$ cat src/source/trigger_chain_pkg.sv
`default_nettype none

package trigger_chain_pkg;

    //////////////////////////////
    // Widths and lane counts
    localparam int SAMPLE_BITS = 12;
    localparam int OUT_BITS    = 5;
    localparam int NSAMP_IN    = 8;   // Lanes per cycle at input and output
    localparam int NSAMP_MID   = 4;   // Lanes after pair averaging

    typedef logic signed [SAMPLE_BITS-1:0] sample_t;
    typedef sample_t [NSAMP_IN-1:0]        in_block_t;
    typedef sample_t [NSAMP_MID-1:0]       mid_block_t;
    typedef logic signed [OUT_BITS-1:0]    out_sample_t;
    typedef out_sample_t [NSAMP_IN-1:0]    out_block_t;

    typedef struct packed {
        logic [16:0]        scale;   // Unsigned, SCALE_FRAC_BITS fraction bits
        logic signed [15:0] offset;
    } agc_gain_t;

    typedef struct packed {
        logic [24:0] mean_sq;
        logic [15:0] n_pos;
        logic [15:0] n_neg;
    } agc_stats_t;

    //////////////////////////////
    // Fixed AGC constants
    localparam logic [16:0]        START_SCALE  = 17'd1500;
    localparam logic signed [15:0] START_OFFSET = 16'sd0;
    localparam int SCALE_MIN       = 300;
    localparam int SCALE_MAX       = 130000;
    localparam int OFFSET_LIMIT    = 1000;
    localparam int SCALE_FRAC_BITS = 12;
    localparam int OFFSET_SHIFT    = 4;
    localparam int OUT_MIN         = -16;
    localparam int OUT_MAX         = 15;

    // Floor average of two samples, sum kept one bit wider
    function automatic sample_t pair_avg(sample_t a, sample_t b);
        logic signed [SAMPLE_BITS:0] sum;
        sum = {a[SAMPLE_BITS-1], a} + {b[SAMPLE_BITS-1], b};
        return sample_t'(sum >>> 1);
    endfunction

endpackage

`default_nettype wire

$ cat src/source/sample_decimator.sv
`timescale 1ns/1ps
`default_nettype none

module sample_decimator import trigger_chain_pkg::*; (
    input  wire        aclk,
    input  wire        wb_rst_i,
    input  in_block_t  dat_i,
    output mid_block_t dat_o
);

    mid_block_t avg;

    // Each adjacent pair collapses to one lane
    always_comb begin
        for (int k = 0; k < NSAMP_MID; k++) begin
            avg[k] = pair_avg(dat_i[2*k], dat_i[2*k+1]);
        end
    end

    always_ff @(posedge aclk) begin
        if (wb_rst_i) begin
            dat_o <= '0;   // Zeros flow out during reset
        end else begin
            dat_o <= avg;
        end
    end

endmodule

`default_nettype wire

$ cat src/source/sample_interpolator.sv
`timescale 1ns/1ps
`default_nettype none

module sample_interpolator import trigger_chain_pkg::*; (
    input  wire        aclk,
    input  wire        wb_rst_i,
    input  mid_block_t dat_i,
    output in_block_t  dat_o
);

    in_block_t interp;

    //////////////////////////////
    // Even lanes copy, odd lanes average neighbours
    always_comb begin
        for (int k = 0; k < NSAMP_MID; k++) begin
            interp[2*k] = dat_i[k];
        end
        for (int k = 0; k < NSAMP_MID - 1; k++) begin
            interp[2*k+1] = pair_avg(dat_i[k], dat_i[k+1]);
        end
        // No lane k+1 inside this block for the last one
        interp[NSAMP_IN-1] = dat_i[NSAMP_MID-1];
    end

    always_ff @(posedge aclk) begin
        if (wb_rst_i) begin
            dat_o <= '0;
        end else begin
            dat_o <= interp;
        end
    end

endmodule

`default_nettype wire

$ cat src/source/agc_scaler.sv
`timescale 1ns/1ps
`default_nettype none

module agc_scaler import trigger_chain_pkg::*; (
    input  wire        aclk,
    input  wire        wb_rst_i,
    input  in_block_t  dat_i,
    input  agc_gain_t  gain_i,
    output out_block_t dat_o
);

    localparam int PROD_BITS = 32;   // 12x18 product plus shifted offset

    logic signed [PROD_BITS-1:0] offs_term;
    logic signed [PROD_BITS-1:0] scaled [NSAMP_IN];
    out_block_t                  sat;

    always_comb begin
        offs_term = PROD_BITS'(gain_i.offset) <<< OFFSET_SHIFT;
        for (int i = 0; i < NSAMP_IN; i++) begin
            // Scale is unsigned, widen with a zero so the multiply stays signed
            scaled[i] = ($signed(dat_i[i]) * $signed({1'b0, gain_i.scale}) + offs_term)
                        >>> SCALE_FRAC_BITS;
            if (scaled[i] > OUT_MAX) begin
                sat[i] = out_sample_t'(OUT_MAX);
            end else if (scaled[i] < OUT_MIN) begin
                sat[i] = out_sample_t'(OUT_MIN);
            end else begin
                sat[i] = scaled[i][OUT_BITS-1:0];
            end
        end
    end

    always_ff @(posedge aclk) begin
        if (wb_rst_i) begin
            dat_o <= '0;
        end else begin
            dat_o <= sat;
        end
    end

    // Clamping rather than wrapping keeps the lane order
    for (genvar g = 0; g < NSAMP_IN - 1; g++) begin : g_sat_chk
        assert property (@(posedge aclk) disable iff (wb_rst_i)
            ($signed(dat_i[g]) >= $signed(dat_i[g+1]))
            |=> ($signed(dat_o[g]) >= $signed(dat_o[g+1])));
        assert property (@(posedge aclk) disable iff (wb_rst_i)
            ($signed(dat_i[g]) <= $signed(dat_i[g+1]))
            |=> ($signed(dat_o[g]) <= $signed(dat_o[g+1])));
    end

endmodule

`default_nettype wire

$ cat src/source/agc_monitor.sv
`timescale 1ns/1ps
`default_nettype none

module agc_monitor import trigger_chain_pkg::*; #(
    parameter int WINDOW_BITS = 4
) (
    input  wire        aclk,
    input  wire        wb_rst_i,
    input  wire        agc_reset_i,
    input  out_block_t dat_i,
    output agc_stats_t stats_o,
    output logic       stats_valid_o
);

    localparam int SUM_BITS = 12 + WINDOW_BITS;   // 8 lanes of at most 256 per block

    logic [WINDOW_BITS-1:0] blk_cnt;
    logic                   last_blk;
    logic [SUM_BITS-1:0]    sq_sum, sq_next;
    logic [15:0]            pos_cnt, neg_cnt, pos_next, neg_next;
    logic [11:0]            blk_sq;
    logic [3:0]             blk_pos, blk_neg;

    //////////////////////////////
    // Per-block square sum and sign counts
    always_comb begin
        logic signed [9:0] lane_sq;
        blk_sq  = '0;
        blk_pos = '0;
        blk_neg = '0;
        for (int i = 0; i < NSAMP_IN; i++) begin
            lane_sq = $signed(dat_i[i]) * $signed(dat_i[i]);
            blk_sq  = blk_sq + 12'(lane_sq);
            if ($signed(dat_i[i]) > 0) blk_pos = blk_pos + 1'b1;
            if ($signed(dat_i[i]) < 0) blk_neg = blk_neg + 1'b1;
        end
    end

    assign last_blk = (blk_cnt == '1);
    assign sq_next  = sq_sum + SUM_BITS'(blk_sq);
    assign pos_next = pos_cnt + 16'(blk_pos);
    assign neg_next = neg_cnt + 16'(blk_neg);

    always_ff @(posedge aclk) begin
        if (wb_rst_i || agc_reset_i) begin
            blk_cnt       <= '0;
            sq_sum        <= '0;
            pos_cnt       <= '0;
            neg_cnt       <= '0;
            stats_valid_o <= 1'b0;
        end else begin
            blk_cnt       <= blk_cnt + 1'b1;   // Wraps into the next window
            stats_valid_o <= last_blk;
            sq_sum        <= last_blk ? '0 : sq_next;
            pos_cnt       <= last_blk ? '0 : pos_next;
            neg_cnt       <= last_blk ? '0 : neg_next;
        end
    end

    // Window totals include the block absorbed on this edge
    always_ff @(posedge aclk) begin
        if (last_blk) begin
            stats_o.mean_sq <= 25'(sq_next >> (WINDOW_BITS + 3));
            stats_o.n_pos   <= pos_next;
            stats_o.n_neg   <= neg_next;
        end
    end

    assert property (@(posedge aclk) disable iff (wb_rst_i)
        stats_valid_o |=> !stats_valid_o);

endmodule

`default_nettype wire

$ cat src/source/agc_loop.sv
`timescale 1ns/1ps
`default_nettype none

module agc_loop import trigger_chain_pkg::*; #(
    parameter int TARGET_RMS_SQUARED   = 16,
    parameter int RMS_SQUARE_SCALE_ERR = 0,
    parameter int OFFSET_ERR           = 5,
    parameter int SCALE_DELTA          = 30,
    parameter int OFFSET_DELTA         = 25
) (
    input  wire        aclk,
    input  wire        wb_rst_i,
    input  wire        agc_reset_i,
    input  wire        agc_en_i,
    input  agc_stats_t stats_i,
    input  wire        stats_valid_i,
    output agc_gain_t  gain_o,
    output logic       update_o
);

    localparam int                 SQ_HIGH     = TARGET_RMS_SQUARED + RMS_SQUARE_SCALE_ERR;
    localparam int                 SQ_LOW      = TARGET_RMS_SQUARED - RMS_SQUARE_SCALE_ERR;
    localparam logic [16:0]        SCALE_STEP  = 17'(SCALE_DELTA);
    localparam logic signed [15:0] OFFSET_STEP = 16'(OFFSET_DELTA);

    agc_gain_t gain_next;
    logic      do_update;

    assign do_update = stats_valid_i && agc_en_i;

    //////////////////////////////
    // Step rules, each value holds unless a rule fires
    always_comb begin
        gain_next = gain_o;

        // Scale follows the mean square
        if (int'(stats_i.mean_sq) > SQ_HIGH) begin
            if (gain_o.scale > SCALE_MIN) gain_next.scale = gain_o.scale - SCALE_STEP;
        end else if (int'(stats_i.mean_sq) < SQ_LOW) begin
            if (gain_o.scale < SCALE_MAX) gain_next.scale = gain_o.scale + SCALE_STEP;
        end

        // Offset pushes against the dominant sign
        if (int'(stats_i.n_pos) > int'(stats_i.n_neg) + OFFSET_ERR) begin
            if ($signed(gain_o.offset) > -OFFSET_LIMIT) begin
                gain_next.offset = gain_o.offset - OFFSET_STEP;
            end
        end else if (int'(stats_i.n_neg) > int'(stats_i.n_pos) + OFFSET_ERR) begin
            if ($signed(gain_o.offset) < OFFSET_LIMIT) begin
                gain_next.offset = gain_o.offset + OFFSET_STEP;
            end
        end
    end

    always_ff @(posedge aclk) begin
        if (wb_rst_i || agc_reset_i) begin
            gain_o   <= '{scale: START_SCALE, offset: START_OFFSET};
            update_o <= 1'b0;
        end else begin
            update_o <= do_update;   // High while the new gain is first visible
            if (do_update) gain_o <= gain_next;
        end
    end

    assert property (@(posedge aclk) disable iff (wb_rst_i)
        update_o |-> $past(stats_valid_i));

    // Gain frozen while the loop is off
    assert property (@(posedge aclk) disable iff (wb_rst_i)
        (!agc_en_i && !agc_reset_i) |=> $stable(gain_o));

endmodule

`default_nettype wire

$ cat src/source/trigger_chain.sv
`timescale 1ns/1ps
`default_nettype none

module trigger_chain import trigger_chain_pkg::*; #(
    parameter int WINDOW_BITS          = 4,
    parameter int TARGET_RMS_SQUARED   = 16,
    parameter int RMS_SQUARE_SCALE_ERR = 0,
    parameter int OFFSET_ERR           = 5,
    parameter int SCALE_DELTA          = 30,
    parameter int OFFSET_DELTA         = 25
) (
    input  wire        aclk,
    input  wire        wb_rst_i,
    input  wire        agc_reset_i,
    input  wire        agc_en_i,
    input  in_block_t  dat_i,
    output out_block_t dat_o,
    output agc_gain_t  agc_gain_o,
    output logic       agc_update_o
);

    mid_block_t mid_blk;      // Half rate lanes
    in_block_t  interp_blk;
    agc_stats_t stats;
    logic       stats_valid;

    //////////////////////////////
    // Data path, one register per stage
    sample_decimator u_decimator (
        .aclk     (aclk),
        .wb_rst_i (wb_rst_i),
        .dat_i    (dat_i),
        .dat_o    (mid_blk)
    );

    sample_interpolator u_interpolator (
        .aclk     (aclk),
        .wb_rst_i (wb_rst_i),
        .dat_i    (mid_blk),
        .dat_o    (interp_blk)
    );

    agc_scaler u_scaler (
        .aclk     (aclk),
        .wb_rst_i (wb_rst_i),
        .dat_i    (interp_blk),
        .gain_i   (agc_gain_o),
        .dat_o    (dat_o)
    );

    //////////////////////////////
    // Gain control loop on the 5-bit output
    agc_monitor #(.WINDOW_BITS(WINDOW_BITS)) u_monitor (
        .aclk          (aclk),
        .wb_rst_i      (wb_rst_i),
        .agc_reset_i   (agc_reset_i),
        .dat_i         (dat_o),
        .stats_o       (stats),
        .stats_valid_o (stats_valid)
    );

    agc_loop #(
        .TARGET_RMS_SQUARED   (TARGET_RMS_SQUARED),
        .RMS_SQUARE_SCALE_ERR (RMS_SQUARE_SCALE_ERR),
        .OFFSET_ERR           (OFFSET_ERR),
        .SCALE_DELTA          (SCALE_DELTA),
        .OFFSET_DELTA         (OFFSET_DELTA)
    ) u_loop (
        .aclk          (aclk),
        .wb_rst_i      (wb_rst_i),
        .agc_reset_i   (agc_reset_i),
        .agc_en_i      (agc_en_i),
        .stats_i       (stats),
        .stats_valid_i (stats_valid),
        .gain_o        (agc_gain_o),
        .update_o      (agc_update_o)
    );

endmodule

`default_nettype wire

$ cat config.mk
export PLATFORM = sky130hd
export DESIGN_NAME = trigger_chain
export DESIGN_NICKNAME = d
export VERILOG_FILES = /design/src/source/trigger_chain_pkg.sv /design/src/source/sample_decimator.sv /design/src/source/sample_interpolator.sv /design/src/source/agc_scaler.sv /design/src/source/agc_monitor.sv /design/src/source/agc_loop.sv /design/src/source/trigger_chain.sv
export SDC_FILE = /design/constraint.sdc
export NUM_CORES = 2
export LEC_CHECK = 0
export ABC_AREA = 1
export BUFFER_PORTS_ARGS = -buffer_cell sky130_fd_sc_hd__buf_2
export CORE_MARGIN = 2
export CORE_UTILIZATION = 55
export DETAILED_ROUTE_END_ITERATION = 10
export GPL_ROUTABILITY_DRIVEN = 0
export HOLD_SLACK_MARGIN = 0.1
export MAX_ROUTING_LAYER = met4
export PLACE_DENSITY = 0.71
export SLEW_MARGIN = 10
export SYNTH_ARGS = -nofsm -noshare
export SYNTH_HDL_FRONTEND = slang
export SYNTH_SLANG_ARGS = --single-unit
$ cat constraint.sdc
create_clock -name aclk -period 12.6 [get_ports aclk]
set_input_delay 1.89 -clock aclk [delete_from_list [all_inputs] [get_ports aclk]]
set_output_delay 1.89 -clock aclk [all_outputs]
set_load 0.05 [all_outputs]
==> results.tsv <==
metric	value	unit
outcome	finished, final reports clean	
dp.cells	11661	
worst_setup_path_start_kind	flop	
ctsHtreeMaxLevel	2	
synth_cell_types	53	
drt-total-wl	211800	um
r2r_cells	39	
grt.total_usage	0.3220	
placementRows	135	
cts_tree	yes	
cts_resized	0	
relSlewSlack	0.2573	
setup_tns	0	ns
die_h	373.2	um
hold_buffers	0	
fin_crit	9.088	ns
clock_sink_count	294	
finalSetupViolCount	0	
crit_path_end_kind	flop	
endpoint	u_monitor.stats_o[39]	
syn_area	0.07497	sq mm
grt.met1_usage	0.3933	
clk_pin_slew_worst_paths	0.06	ns
regToRegStartpoint	u_scaler.dat_o[4]	
grt_antenna_before_repair	17	
synth_common_cells	inv_1, nand2_1, fa_1	
start_util	0.5541	
utilization	0.5819	
async_flop_share	0	
finalNonFillerCells	11748	
hold_viol_final	0	
grtUsageMet3	0.06034	
ys.warnings.count	0	
clock_latency	0.63	ns
synth_top_area_frac	0.3536	
grt-ovfl-total	0	
cp_max_fo	11	
ys_ff_latch	294	
num_vias	62931	
ys.flop_type	dfxtp_1	
required	12.95	ns
cp_slowest_cell	fa_1	
drt_first_iter_violations	4880	
syn_avg_cell_area	7.512	sq um
top_level_ports	174	
yosysSeqAreaShare	0.08399	
grt_max_degree	61	
drcViolationCount	0	
drive_gt1_frac	0.04219	
area_growth	5.031	%
fp.dieW	373.2	um
syn_inst	9980	
avgRoutedWirePerCell	18.03	um
cp.arrival	9.44	ns
crit_top_cell	inv_1	
core	0.1353	sq mm
r2r-end	u_monitor.stats_o[39]	
fmax	110.0	MHz
synth-edff-count	41	
io_buffers	172	
period_share	0.7213	
r2r_slack	3.51	ns
grt_pass1_wl	343500	um
yosys-top-cells-area	fa_1, ha_1, inv_1, nand2_1, dfxtp_1	
grt_use_met2	0.5116	
viasPerCell	5.357	
cts_setup_buffers	0	
busiest_layer	met2	
ant_nets	0	
drt_pass1_iterations	6	
nets	12174	
cts_made_buffers	40	
synth_top_cell_by_area	fa_1	
cts_root_buf	clkbuf_16	
cap_violations	0	
hp-class	reg2reg	
slowest_delay	0.54	ns
place_hpwl	170100	um
criticalPathCategory	reg2reg	
final.setup_skew	0.04169	ns
clockBufferDepth	3	
slew_viol_final	0	
rsz0062_at_grt	false	
tightest_slew	1.113	ns
critical_path.startpoint	u_scaler.dat_o[4]	
die_area	0.1393	sq mm
grt_pass1_vias	65336	
synth.most_common_cell	inv_1	
==> placed cells by master (no fill, tap or decap), drive strengths merged, types with 12 or more instances in the layout <==
master / instances
xor2: 136
clkbuf: 48
dfxtp: 253
nand4: 65
a21o: 19
a21oi: 442
buf: 231
inv: 2640
nor3: 69
nand2: 2555
fa: 1324
diode: 13
nor4: 12
clkinv: 16
a21boi: 18
and2: 15
nand3: 223
nor2: 544
nand3b: 36
o21a: 24
o21ai: 235
o21bai: 25
xnor2: 76
edfxtp: 41
ha: 828
==> area by class of cell <==
cell class	count	area, sq um
multi-input combinational	6716	57480
fill	12339	56560
inverter	2639	9907
sequential	294	6361
tap	1781	2228
timing repair buffer	231	1306
clock buffer	48	1071
clock inverter	26	349.1
antenna	13	32.53
==> per-stage QoR <==
step	worst slack [ns]	hold slack, ns	cell area, sq um
final	3.512	0.4255	78740
after CTS	3.471	0.4265	78700
after global placement	3.653	0.4174	77280
after floorplan	3.888	0.4031	74970
after detailed placement	3.498	0.4178	77280
after global routing	2.817	0.4496	78730
==> metal layers <==
| metal | up-vias | part of all wire |
|---|---|---|
| li1 | 29281 | - |
| met1 | 30663 | 0.40 |
| met2 | 2356 | 0.46 |
| met3 | 631 | 0.087 |
| met4 | 0 | 0.062 |
| met5 | - | 0 |
==> registers in the layout (all words and copies together) (netlist names) <==
name                     count
u_interpolator.dat_o        84
u_decimator.dat_o           48
u_monitor.stats_o           41
u_scaler.dat_o              35
u_loop.gain_o               32
u_monitor.neg_cnt           16
u_monitor.pos_cnt           16
u_monitor.sq_sum            16
u_monitor.blk_cnt            4
u_loop.update_o              1
u_monitor.stats_valid_o      1
==> worst max-delay path, delay by kind of cell, from the launching register on <==
family	cells	cell delay, ns
AO/OA/AOI/OAI	5	1.01
AND/OR/NAND/NOR	10	1.26
buffers and inverters	10	0.63
flip-flops	1	0.53
adder cells (fa/ha/maj)	11	4.98
XOR/XNOR	3	0.44
==> how the worst min path moves through the flow <==
stage | start | to | slack, ns | cells after the start
after floorplan | u_decimator.dat_o[0] | u_interpolator.dat_o[0] | 0.40 | 2
after global placement | u_decimator.dat_o[0] | u_interpolator.dat_o[0] | 0.42 | 2
after detailed placement | u_decimator.dat_o[0] | u_interpolator.dat_o[0] | 0.42 | 2
after CTS | u_decimator.dat_o[40] | u_interpolator.dat_o[88] | 0.43 | 2
after global routing | u_decimator.dat_o[40] | u_interpolator.dat_o[88] | 0.45 | 2
final | u_decimator.dat_o[40] | u_interpolator.dat_o[88] | 0.43 | 2
==> cells by family after synthesis <==
kind of cell	count (synthesis)	share of synthesized area
flops	294	0.08399
simple gates	3541	0.1908
compound gates	808	0.05900
xor+xnor	212	0.02497
other cells	2	0.0001002
fa+ha+maj	2152	0.4918
buf+inv	2971	0.1494
Power is not shown: default switching activity piles up to over one toggle a cycle in this logic, so the estimate is an artifact.
